===== config.mk =====
export PLATFORM = sky130hd
export DESIGN_NAME = debug_unit
export DESIGN_NICKNAME = d
export VERILOG_FILES = /design/src/hdl/debug_geom_pkg.sv /design/src/hdl/debug_cmd_pkg.sv /design/src/hdl/debug_control.sv /design/src/hdl/debug_unit.sv /design/src/hdl/program_loader.sv /design/src/hdl/readout_sender.sv /design/src/hdl/rx_byte_decoder.sv
export SDC_FILE = /design/constraint.sdc
export NUM_CORES = 1
export LEC_CHECK = 0
export BUFFER_PORTS_ARGS = -buffer_cell sky130_fd_sc_hd__buf_4
export CAP_MARGIN = 5
export CORE_AREA = 5 5 74 93
export CTS_BUF_LIST = sky130_fd_sc_hd__clkbuf_8
export CTS_CLUSTER_SIZE = 20
export DETAILED_ROUTE_END_ITERATION = 16
export DIE_AREA = 0 0 79 98
export PLACE_DENSITY = 0.85
export RECOVER_POWER = 100
export SLEW_MARGIN = 20
export SYNTH_ARGS = -nofsm -noshare
export SYNTH_HDL_FRONTEND = slang
export SYNTH_SLANG_ARGS = --single-unit

===== constraint.sdc =====
create_clock -name i_clock -period 6.5 [get_ports i_clock]
set_input_delay 1.3 -clock i_clock [delete_from_list [all_inputs] [get_ports i_clock]]
set_output_delay 1.3 -clock i_clock [all_outputs]
set_load 0.02 [all_outputs]

===== src/hdl/debug_geom_pkg.sv =====
package debug_geom_pkg;

  ////////////////////////////////////////////////////////////////////////////
  // Widths of the UART byte and of the processor word
  ////////////////////////////////////////////////////////////////////////////

  localparam int BYTE_WIDTH     = 8;                           // UART byte.
  localparam int WORD_WIDTH     = 32;                          // Instruction or readout word.
  localparam int BYTES_PER_WORD = WORD_WIDTH / BYTE_WIDTH;     // Four bytes per word.

  typedef logic [BYTE_WIDTH-1:0] byte_t;
  typedef logic [WORD_WIDTH-1:0] word_t;

  ////////////////////////////////////////////////////////////////////////////
  // Program encoding
  ////////////////////////////////////////////////////////////////////////////

  // All-ones word ends a program download.
  localparam word_t DEFAULT_HALT_WORD = 32'hFFFF_FFFF;

endpackage


===== src/hdl/debug_cmd_pkg.sv =====
package debug_cmd_pkg;

  ////////////////////////////////////////////////////////////////////////////
  // Host command codes
  ////////////////////////////////////////////////////////////////////////////

  localparam debug_geom_pkg::byte_t CMD_SOFT_RESET = 8'h00;   // Reset the processor.
  localparam debug_geom_pkg::byte_t CMD_LOAD       = 8'h01;   // Also the load-ready ack.
  localparam debug_geom_pkg::byte_t CMD_RUN_CONT   = 8'h03;   // Run until halt.
  localparam debug_geom_pkg::byte_t CMD_RUN_STEP   = 8'h07;   // Bit 2 set means step.

  ////////////////////////////////////////////////////////////////////////////
  // Host acknowledge codes, most significant byte first
  ////////////////////////////////////////////////////////////////////////////

  localparam debug_geom_pkg::byte_t ACK_BYTE3 = 8'h08;
  localparam debug_geom_pkg::byte_t ACK_BYTE2 = 8'h10;
  localparam debug_geom_pkg::byte_t ACK_BYTE1 = 8'h18;
  localparam debug_geom_pkg::byte_t ACK_BYTE0 = 8'h20;

  // Debug control FSM states.
  typedef enum logic [2:0] {
    ST_IDLE,
    ST_SOFT_RESET,
    ST_WAIT_LOAD,
    ST_LOAD,
    ST_WAIT_START,
    ST_EXEC,
    ST_READOUT
  } ctrl_state_t;

endpackage


===== src/hdl/debug_control.sv =====
`timescale 1ns/1ps

module debug_control (
  input  logic i_clock,
  input  logic i_reset,
  input  logic i_cmd_soft_reset,
  input  logic i_cmd_load,
  input  logic i_cmd_run,
  input  logic i_run_step,
  input  logic i_soft_reset_ack,
  input  logic i_halt,
  input  logic i_load_done,
  input  logic i_readout_done,
  output logic o_soft_reset,
  output logic o_load_enable,
  output logic o_load_ack,
  output logic o_enable_pc,
  output logic o_enable_pipeline,
  output logic o_mem_select_loader,
  output logic o_readout_start
);

  import debug_cmd_pkg::*;

  ctrl_state_t state_q;
  ctrl_state_t state_d;
  logic        step_q;
  logic        exec_active;
  logic        exec_last;

  ////////////////////////////////////////////////////////////////////////////
  // State register and run mode
  ////////////////////////////////////////////////////////////////////////////

  always_ff @(posedge i_clock) begin
    if (!i_reset) begin
      state_q <= ST_IDLE;
      step_q  <= 1'b0;                                        // Continuous.
    end else begin
      state_q <= state_d;
      if (state_q == ST_WAIT_START && i_cmd_run) begin
        step_q <= i_run_step;                                // Latch mode per run.
      end
    end
  end

  ////////////////////////////////////////////////////////////////////////////
  // Next state
  ////////////////////////////////////////////////////////////////////////////

  always_comb begin
    state_d = state_q;
    case (state_q)
      ST_IDLE: begin
        if (i_cmd_soft_reset) begin
          state_d = ST_SOFT_RESET;
        end
      end
      ST_SOFT_RESET: begin
        if (!i_soft_reset_ack) begin
          state_d = ST_WAIT_LOAD;                            // Processor is reset.
        end
      end
      ST_WAIT_LOAD: begin
        if (i_cmd_load) begin
          state_d = ST_LOAD;
        end
      end
      ST_LOAD: begin
        if (i_load_done) begin
          state_d = ST_WAIT_START;
        end
      end
      ST_WAIT_START: begin
        if (i_cmd_run) begin
          state_d = ST_EXEC;
        end
      end
      ST_EXEC: begin
        if (exec_last) begin
          state_d = ST_READOUT;
        end
      end
      ST_READOUT: begin
        if (i_readout_done) begin
          if (!step_q || i_halt) begin
            state_d = ST_IDLE;
          end else begin
            state_d = ST_WAIT_START;                         // Ready for next step.
          end
        end
      end
      default: state_d = ST_IDLE;
    endcase
  end

  ////////////////////////////////////////////////////////////////////////////
  // Control outputs
  ////////////////////////////////////////////////////////////////////////////

  // A step lasts one cycle; continuous mode stops on halt.
  assign exec_last   = (state_q == ST_EXEC) && (step_q || i_halt);
  assign exec_active = (state_q == ST_EXEC) && (step_q || !i_halt);

  assign o_soft_reset      = (state_q != ST_SOFT_RESET);      // Active low.
  assign o_load_ack        = (state_q == ST_WAIT_LOAD);
  assign o_load_enable     = (state_q == ST_LOAD);
  assign o_enable_pc       = exec_active;
  assign o_enable_pipeline = exec_active;                     // Same edge as the PC.
  assign o_readout_start   = exec_last;

  assign o_mem_select_loader = (state_q == ST_IDLE) || (state_q == ST_SOFT_RESET) ||
                               (state_q == ST_WAIT_LOAD) || (state_q == ST_LOAD);

endmodule


===== src/hdl/debug_unit.sv =====
`timescale 1ns/1ps

module debug_unit #(
  parameter int                    ADDR_WIDTH    = 11,
  parameter int                    READOUT_WORDS = 10,
  parameter debug_geom_pkg::word_t HALT_WORD     = debug_geom_pkg::DEFAULT_HALT_WORD
) (
  input  logic                             i_clock,
  input  logic                             i_reset,
  input  logic                             i_rx_done,
  input  debug_geom_pkg::byte_t            i_data_rx,
  output logic                             o_tx_start,
  output debug_geom_pkg::byte_t            o_data_tx,
  output logic                             o_soft_reset,
  output logic                             o_enable_pc,
  output logic                             o_enable_pipeline,
  output logic                             o_mem_select_loader,
  input  logic                             i_soft_reset_ack,
  input  logic                             i_halt,
  output logic                             o_write_mem,
  output logic [ADDR_WIDTH-1:0]            o_addr_mem,
  output debug_geom_pkg::word_t            o_data_mem,
  output logic [$clog2(READOUT_WORDS)-1:0] o_readout_select,
  input  debug_geom_pkg::word_t            i_readout_word
);

  import debug_geom_pkg::*;

  logic  byte_valid;
  byte_t rx_byte;
  logic  cmd_soft_reset;
  logic  cmd_load;
  logic  cmd_run;
  logic  run_step;
  logic  load_enable;
  logic  load_done;
  logic  load_ack;
  logic  readout_start;
  logic  readout_done;

  ////////////////////////////////////////////////////////////////////////////
  // Input side
  ////////////////////////////////////////////////////////////////////////////

  rx_byte_decoder rx_byte_decoder_i (
    .i_clock          (i_clock),
    .i_reset          (i_reset),
    .i_rx_done        (i_rx_done),
    .i_data_rx        (i_data_rx),
    .o_byte_valid     (byte_valid),
    .o_byte           (rx_byte),
    .o_cmd_soft_reset (cmd_soft_reset),
    .o_cmd_load       (cmd_load),
    .o_cmd_run        (cmd_run),
    .o_run_step       (run_step)
  );

  program_loader #(
    .ADDR_WIDTH (ADDR_WIDTH),
    .HALT_WORD  (HALT_WORD)
  ) program_loader_i (
    .i_clock       (i_clock),
    .i_reset       (i_reset),
    .i_load_enable (load_enable),
    .i_byte_valid  (byte_valid),
    .i_byte        (rx_byte),
    .o_write_mem   (o_write_mem),
    .o_addr_mem    (o_addr_mem),
    .o_data_mem    (o_data_mem),
    .o_load_done   (load_done)
  );

  ////////////////////////////////////////////////////////////////////////////
  // Control and output side
  ////////////////////////////////////////////////////////////////////////////

  debug_control debug_control_i (
    .i_clock             (i_clock),
    .i_reset             (i_reset),
    .i_cmd_soft_reset    (cmd_soft_reset),
    .i_cmd_load          (cmd_load),
    .i_cmd_run           (cmd_run),
    .i_run_step          (run_step),
    .i_soft_reset_ack    (i_soft_reset_ack),
    .i_halt              (i_halt),
    .i_load_done         (load_done),
    .i_readout_done      (readout_done),
    .o_soft_reset        (o_soft_reset),
    .o_load_enable       (load_enable),
    .o_load_ack          (load_ack),
    .o_enable_pc         (o_enable_pc),
    .o_enable_pipeline   (o_enable_pipeline),
    .o_mem_select_loader (o_mem_select_loader),
    .o_readout_start     (readout_start)
  );

  readout_sender #(
    .READOUT_WORDS (READOUT_WORDS)
  ) readout_sender_i (
    .i_clock          (i_clock),
    .i_reset          (i_reset),
    .i_readout_start  (readout_start),
    .i_byte_valid     (byte_valid),
    .i_byte           (rx_byte),
    .i_readout_word   (i_readout_word),
    .i_load_ack       (load_ack),
    .o_tx_start       (o_tx_start),
    .o_data_tx        (o_data_tx),
    .o_readout_select (o_readout_select),
    .o_readout_done   (readout_done)
  );

endmodule


===== src/hdl/program_loader.sv =====
`timescale 1ns/1ps

module program_loader #(
  parameter int                    ADDR_WIDTH = 11,
  parameter debug_geom_pkg::word_t HALT_WORD  = debug_geom_pkg::DEFAULT_HALT_WORD
) (
  input  logic                  i_clock,
  input  logic                  i_reset,
  input  logic                  i_load_enable,
  input  logic                  i_byte_valid,
  input  debug_geom_pkg::byte_t i_byte,
  output logic                  o_write_mem,
  output logic [ADDR_WIDTH-1:0] o_addr_mem,
  output debug_geom_pkg::word_t o_data_mem,
  output logic                  o_load_done
);

  import debug_geom_pkg::*;

  localparam int CNT_WIDTH = $clog2(BYTES_PER_WORD);
  localparam logic [CNT_WIDTH-1:0] LAST_BYTE = CNT_WIDTH'(BYTES_PER_WORD - 1);

  word_t                 word_q;
  logic [CNT_WIDTH-1:0]  count_q;
  logic                  full_q;
  logic [ADDR_WIDTH-1:0] addr_q;
  logic                  is_halt;
  logic                  write_word;

  ////////////////////////////////////////////////////////////////////////////
  // Word assembly
  ////////////////////////////////////////////////////////////////////////////

  // Big-endian, so each new byte enters at the bottom.
  always_ff @(posedge i_clock) begin
    if (i_load_enable && i_byte_valid) begin
      word_q <= {word_q[WORD_WIDTH-BYTE_WIDTH-1:0], i_byte};
    end
  end

  always_ff @(posedge i_clock) begin
    if (!i_reset) begin
      count_q <= '0;
      full_q  <= 1'b0;
      addr_q  <= '0;
    end else if (!i_load_enable) begin
      count_q <= '0;                                          // Restart on next load.
      full_q  <= 1'b0;
      addr_q  <= '0;
    end else begin
      full_q <= i_byte_valid && (count_q == LAST_BYTE);        // Fourth byte seen.
      if (i_byte_valid) begin
        count_q <= count_q + 1'b1;                           // Wraps after a word.
      end
      if (write_word) begin
        addr_q <= addr_q + 1'b1;
      end
    end
  end

  ////////////////////////////////////////////////////////////////////////////
  // Write or finish
  ////////////////////////////////////////////////////////////////////////////

  assign is_halt    = (word_q == HALT_WORD);
  assign write_word = full_q && !is_halt;

  assign o_write_mem = write_word;
  assign o_load_done = full_q && is_halt;                    // HALT is never written.
  assign o_addr_mem  = addr_q;
  assign o_data_mem  = word_q;

endmodule


===== src/hdl/readout_sender.sv =====
`timescale 1ns/1ps

module readout_sender #(
  parameter int READOUT_WORDS = 10
) (
  input  logic                             i_clock,
  input  logic                             i_reset,
  input  logic                             i_readout_start,
  input  logic                             i_byte_valid,
  input  debug_geom_pkg::byte_t            i_byte,
  input  debug_geom_pkg::word_t            i_readout_word,
  input  logic                             i_load_ack,
  output logic                             o_tx_start,
  output debug_geom_pkg::byte_t            o_data_tx,
  output logic [$clog2(READOUT_WORDS)-1:0] o_readout_select,
  output logic                             o_readout_done
);

  import debug_geom_pkg::*;
  import debug_cmd_pkg::*;

  localparam int SEL_WIDTH = $clog2(READOUT_WORDS);
  localparam int CNT_WIDTH = $clog2(BYTES_PER_WORD);
  localparam logic [SEL_WIDTH-1:0] LAST_WORD  = SEL_WIDTH'(READOUT_WORDS - 1);
  localparam logic [CNT_WIDTH-1:0] FIRST_BYTE = CNT_WIDTH'(BYTES_PER_WORD - 1);

  logic                 active_q;
  logic                 gap_q;
  logic [SEL_WIDTH-1:0] word_idx_q;
  logic [CNT_WIDTH-1:0] byte_idx_q;
  logic                 sending;
  logic                 ack_ok;
  byte_t                ack_code;
  byte_t                tx_byte;

  assign sending = active_q && !gap_q;
  assign tx_byte = i_readout_word[byte_idx_q*BYTE_WIDTH +: BYTE_WIDTH];

  // Ack expected for the byte on the line.
  always_comb begin
    case (byte_idx_q)
      2'd3:    ack_code = ACK_BYTE3;
      2'd2:    ack_code = ACK_BYTE2;
      2'd1:    ack_code = ACK_BYTE1;
      default: ack_code = ACK_BYTE0;
    endcase
  end

  assign ack_ok = sending && i_byte_valid && (i_byte == ack_code);  // Others ignored.

  always_ff @(posedge i_clock) begin
    if (!i_reset) begin
      active_q       <= 1'b0;
      gap_q          <= 1'b0;
      word_idx_q     <= '0;
      byte_idx_q     <= FIRST_BYTE;
      o_readout_done <= 1'b0;
    end else begin
      o_readout_done <= 1'b0;
      gap_q          <= 1'b0;                                 // Gap lasts one cycle.
      if (i_readout_start) begin
        active_q   <= 1'b1;
        word_idx_q <= '0;
        byte_idx_q <= FIRST_BYTE;
      end else if (ack_ok) begin
        if (byte_idx_q != '0) begin
          byte_idx_q <= byte_idx_q - 1'b1;
        end else if (word_idx_q == LAST_WORD) begin
          active_q       <= 1'b0;
          o_readout_done <= 1'b1;                            // Last ack seen.
        end else begin
          word_idx_q <= word_idx_q + 1'b1;
          byte_idx_q <= FIRST_BYTE;
          gap_q      <= 1'b1;                                // Line idle between words.
        end
      end
    end
  end

  ////////////////////////////////////////////////////////////////////////////
  // Transmit port, shared with the load acknowledge
  ////////////////////////////////////////////////////////////////////////////

  always_comb begin
    if (sending) begin
      o_tx_start = 1'b1;
      o_data_tx  = tx_byte;
    end else if (i_load_ack && !active_q) begin
      o_tx_start = 1'b1;
      o_data_tx  = CMD_LOAD;                                 // Ready for program.
    end else begin
      o_tx_start = 1'b0;
      o_data_tx  = '0;
    end
  end

  assign o_readout_select = word_idx_q;

endmodule


===== src/hdl/rx_byte_decoder.sv =====
`timescale 1ns/1ps

module rx_byte_decoder (
  input  logic                  i_clock,
  input  logic                  i_reset,
  input  logic                  i_rx_done,
  input  debug_geom_pkg::byte_t i_data_rx,
  output logic                  o_byte_valid,
  output debug_geom_pkg::byte_t o_byte,
  output logic                  o_cmd_soft_reset,
  output logic                  o_cmd_load,
  output logic                  o_cmd_run,
  output logic                  o_run_step
);

  import debug_cmd_pkg::*;

  logic rx_done_q;
  logic rx_fall;
  logic is_soft_reset;
  logic is_load;
  logic is_run_cont;
  logic is_run_step;

  assign rx_fall = rx_done_q && !i_rx_done;                   // Byte complete.

  // Each command code is compared here and nowhere else.
  assign is_soft_reset = (i_data_rx == CMD_SOFT_RESET);
  assign is_load       = (i_data_rx == CMD_LOAD);
  assign is_run_cont   = (i_data_rx == CMD_RUN_CONT);
  assign is_run_step   = (i_data_rx == CMD_RUN_STEP);

  always_ff @(posedge i_clock) begin
    if (!i_reset) begin
      rx_done_q        <= 1'b0;
      o_byte_valid     <= 1'b0;
      o_cmd_soft_reset <= 1'b0;
      o_cmd_load       <= 1'b0;
      o_cmd_run        <= 1'b0;
      o_run_step       <= 1'b0;
    end else begin
      rx_done_q        <= i_rx_done;
      o_byte_valid     <= rx_fall;                           // One-cycle strobe.
      o_cmd_soft_reset <= rx_fall && is_soft_reset;
      o_cmd_load       <= rx_fall && is_load;
      o_cmd_run        <= rx_fall && (is_run_cont || is_run_step);
      o_run_step       <= rx_fall && is_run_step;
    end
  end

  always_ff @(posedge i_clock) begin
    if (rx_fall) begin
      o_byte <= i_data_rx;                                    // Hold last byte.
    end
  end

endmodule


==> impl_results.md <==
- Iteration-0 DRC Markers: 104
- Highest Clock Rate: 0.281 GHz
- First-pass GRT wire length: 11,300 um
- Yosys warns: 0
- Inserted Clock Buffers: 9
- Result of the run: complete, but fails checks
- Crit Path Max Fanout: 8
- Routability cong.: 0.819
- Type of origin of the critical path: register
- Die Ht: 98 um
- Actual slew at the worst max-slew pin: 1940 ps
- Layout Utilization: 66.2%
- Reg clk slew, reported paths: 70 ps
- Via-per-instance ratio: 5.55
- Vias in the first global route: 2,539
- H-tree Lvls: 3
- Post-synthesis cell area: 3170 um^2
- Netlist cell types: 46
- Global route overflow: 0
- Initial antenna violation count: 0
- Worst slew margin: -29.2%
- Synth top area share: 37.9%
- Crit path kind: reg2out
- Area grow syn2layout: 24.7%
- Clk sink count: 73
- Rows: 32
- Nets: 417
- Failing checks: max-capacitance violations, max-slew violations
- CTS Buffer Depth: 2
- Most frequent cells in the layout: 67 x clkbuf_1, 40 x edfxtp_1, 34 x buf_4, 33 x dfxtp_1, 17 x nand2_1
- Syn nets: 310
- DP HPWL: 5250 um
- Core ar.: 5970 um^2
- Seq/Total Area, Yosys: 58.7%
- Clk_lat worst skew: 350 ps
- First-pass DRT Iterations: 4
- CP Cell Sequence: nand4_1 -> nor4_1 -> a21oi_1 -> clkbuf_1
- Post-route clock period utilization: 54.8%
- Layout fillers: 513
- ANT cells: 0
- Die area: 7740 um^2
- Final TNS setup: 0 ps
- Root buffer cell: clkbuf_8
- Period minus WS final: 3560 ps
- Vias: 2,431
- PostCTS Resize Cnt: 0
- Final Hold Fails: 0
- Maximum vdd drop: 187 uV
- Area leader, netlist: edfxtp_1
- Post-synthesis cell count: 258
- CP Capture Type: output pin
- Commonest non-fill, non-tap cell in the layout: clkbuf_1
- Final setup fails: 0
- Total power: 0.000902 W
- Max-cap viol count: 1
- Skew final: 9.88 ps
- Post-CTS Setup Repair Bufs: 0
- Post-route DRC: 0
- CTS tree: built
- RSZ-0062 raised after global routing: false
- Total routed wirelength: 6950 um
- Multi-input gate area: 1210 um^2
- Die width: 79 um
- Fin. max-slew vios: 34
- Largest net degree at the start of global routing: 34
- CP max-delay cell: nor4_1
- CP required: 5200 ps
- Worst hold path class: reg2reg
- Number of placed I/O pins: 106
- PortBufs: 105
- Flip-flop and latch area: 1860 um^2
- Leak: 1.44 nW
- Layout cell share with drive strength beyond 1: 17.8%
- Synth area leaders: edfxtp_1 38%, dfxtp_1 21%, mux4_2 5.7%, mux2i_1 3.2%, ha_1 2.8%
- Pwr Density: 228 nW/um^2
- Wire length per cell: 15.9 um
- Starting density of the core: 53.1%
- Hold-fix buffers, CTS: 0
- Syn_area_per_cell: 12.3 um^2
- GRT Overall Usage: 18.6%
- ANT nets after route: 0
- Crit-path max cell delay: 730 ps
- Number of synthesized register bits: 73
- Worst Path Arrival: 2260 ps
-- cell type report --
cell class	count	area share, %
clock buffers	9	3.13
clock inverters	7	2.41
multi-input cells	165	30.6
flip-flops and latches	73	47.1
well taps	68	2.15
repair buffers	105	13.6
inverters	11	1.04
-- cell usage after synthesis (all sizes together) --
library cell	n
a211oi	3
a21boi	1
a21o	1
a21oi	9
a22o	1
a31o	1
a31oi	2
and2	7
and3	7
and3b	2
buf	1
clkbuf	7
clkdlybuf4s50	1
dfxtp	33
edfxtp	40
ha	7
inv	11
mux2i	10
mux4	8
nand2	17
nand2b	6
nand3	9
nand4	12
nand4b	1
nor2	16
nor2b	9
nor3	3
nor3b	1
nor4	4
nor4b	2
o2111ai	1
o21ai	7
o21bai	1
o2bb2ai	1
o311ai	1
or2	2
or3	2
or4	1
or4b	1
xnor2	5
xor2	4
-- state kept, by name (all words and copies together) (netlist names), 2 cells and up --
register / count
debug_control_i.state_q: 3
program_loader_i.count_q: 2
program_loader_i.o_addr_mem: 11
program_loader_i.o_data_mem: 32
readout_sender_i.byte_idx_q: 2
readout_sender_i.o_readout_select: 4
rx_byte_decoder_i.o_byte: 8
-- critical path: cells and delay by family, from the launching register on --
kind                   cells  cell delay (ps)
AND/OR/NAND/NOR            2              850
AO/OA/AOI/OAI              1              420
flip-flops                 1              360
buffers and inverters      1              270
-- logic make-up (layout without fill, tap and decap cells) --
family | Yosys count | in the layout | synth area share [%]
compound gates | 29 | 29 | 6.12
xor+xnor | 9 | 9 | 2.49
fa+ha+maj | 7 | 7 | 2.76
buf+inv | 20 | 132 | 2.76
flops | 73 | 73 | 58.7
mux | 18 | 18 | 8.84
simple gates | 102 | 102 | 18.3
-- power by group --
| group | total (W) | internal (W) | switching (W) |
|---|---|---|---|
| registers | 0.000486 | 0.000485 | 0.00000125 |
| logic | 0.0000299 | 0.0000209 | 0.00000899 |
| clock network | 0.000386 | 0.000216 | 0.000170 |
| total | 0.000902 | 0.000722 | 0.000180 |
-- final timing paths --
path	startpoint	endpoint	slack (ps)	depth (start not counted)
min reg2reg	rx_byte_decoder_i.o_byte[2]	program_loader_i.o_data_mem[2]	460	0
min	rx_byte_decoder_i.o_byte[2]	program_loader_i.o_data_mem[2]	460	0
max	program_loader_i.o_data_mem[31]	o_write_mem	2940	4
max reg2reg	readout_sender_i.byte_idx_q[0]	readout_sender_i.o_readout_select[2]	3460	7
-- per-layer routing --
metal  global-route usage, %  vias up  part of all wire (%)
met1                    20.2     1130                    37
li1                        -     1170                     -
met2                    31.5      115                    51
met4                    7.14        0                   2.1
met5                       0        -                     0
met3                    8.58       16                    10
-- metrics by stage --
step | cells | area, um^2 | hold slack (ps) | setup WS [ps]
3_5_place_dp | 422 | 4000 | 443 | 3010
5_1_grt | 438 | 3950 | 486 | 2710
3_3_place_gp | 422 | 4000 | 434 | 3030
2_1_floorplan | 258 | 3170 | 427 | 3180
4_1_cts | 438 | 4220 | 471 | 2900
6_report | 438 | 3950 | 465 | 2940
(Power assumes the default switching activity.)
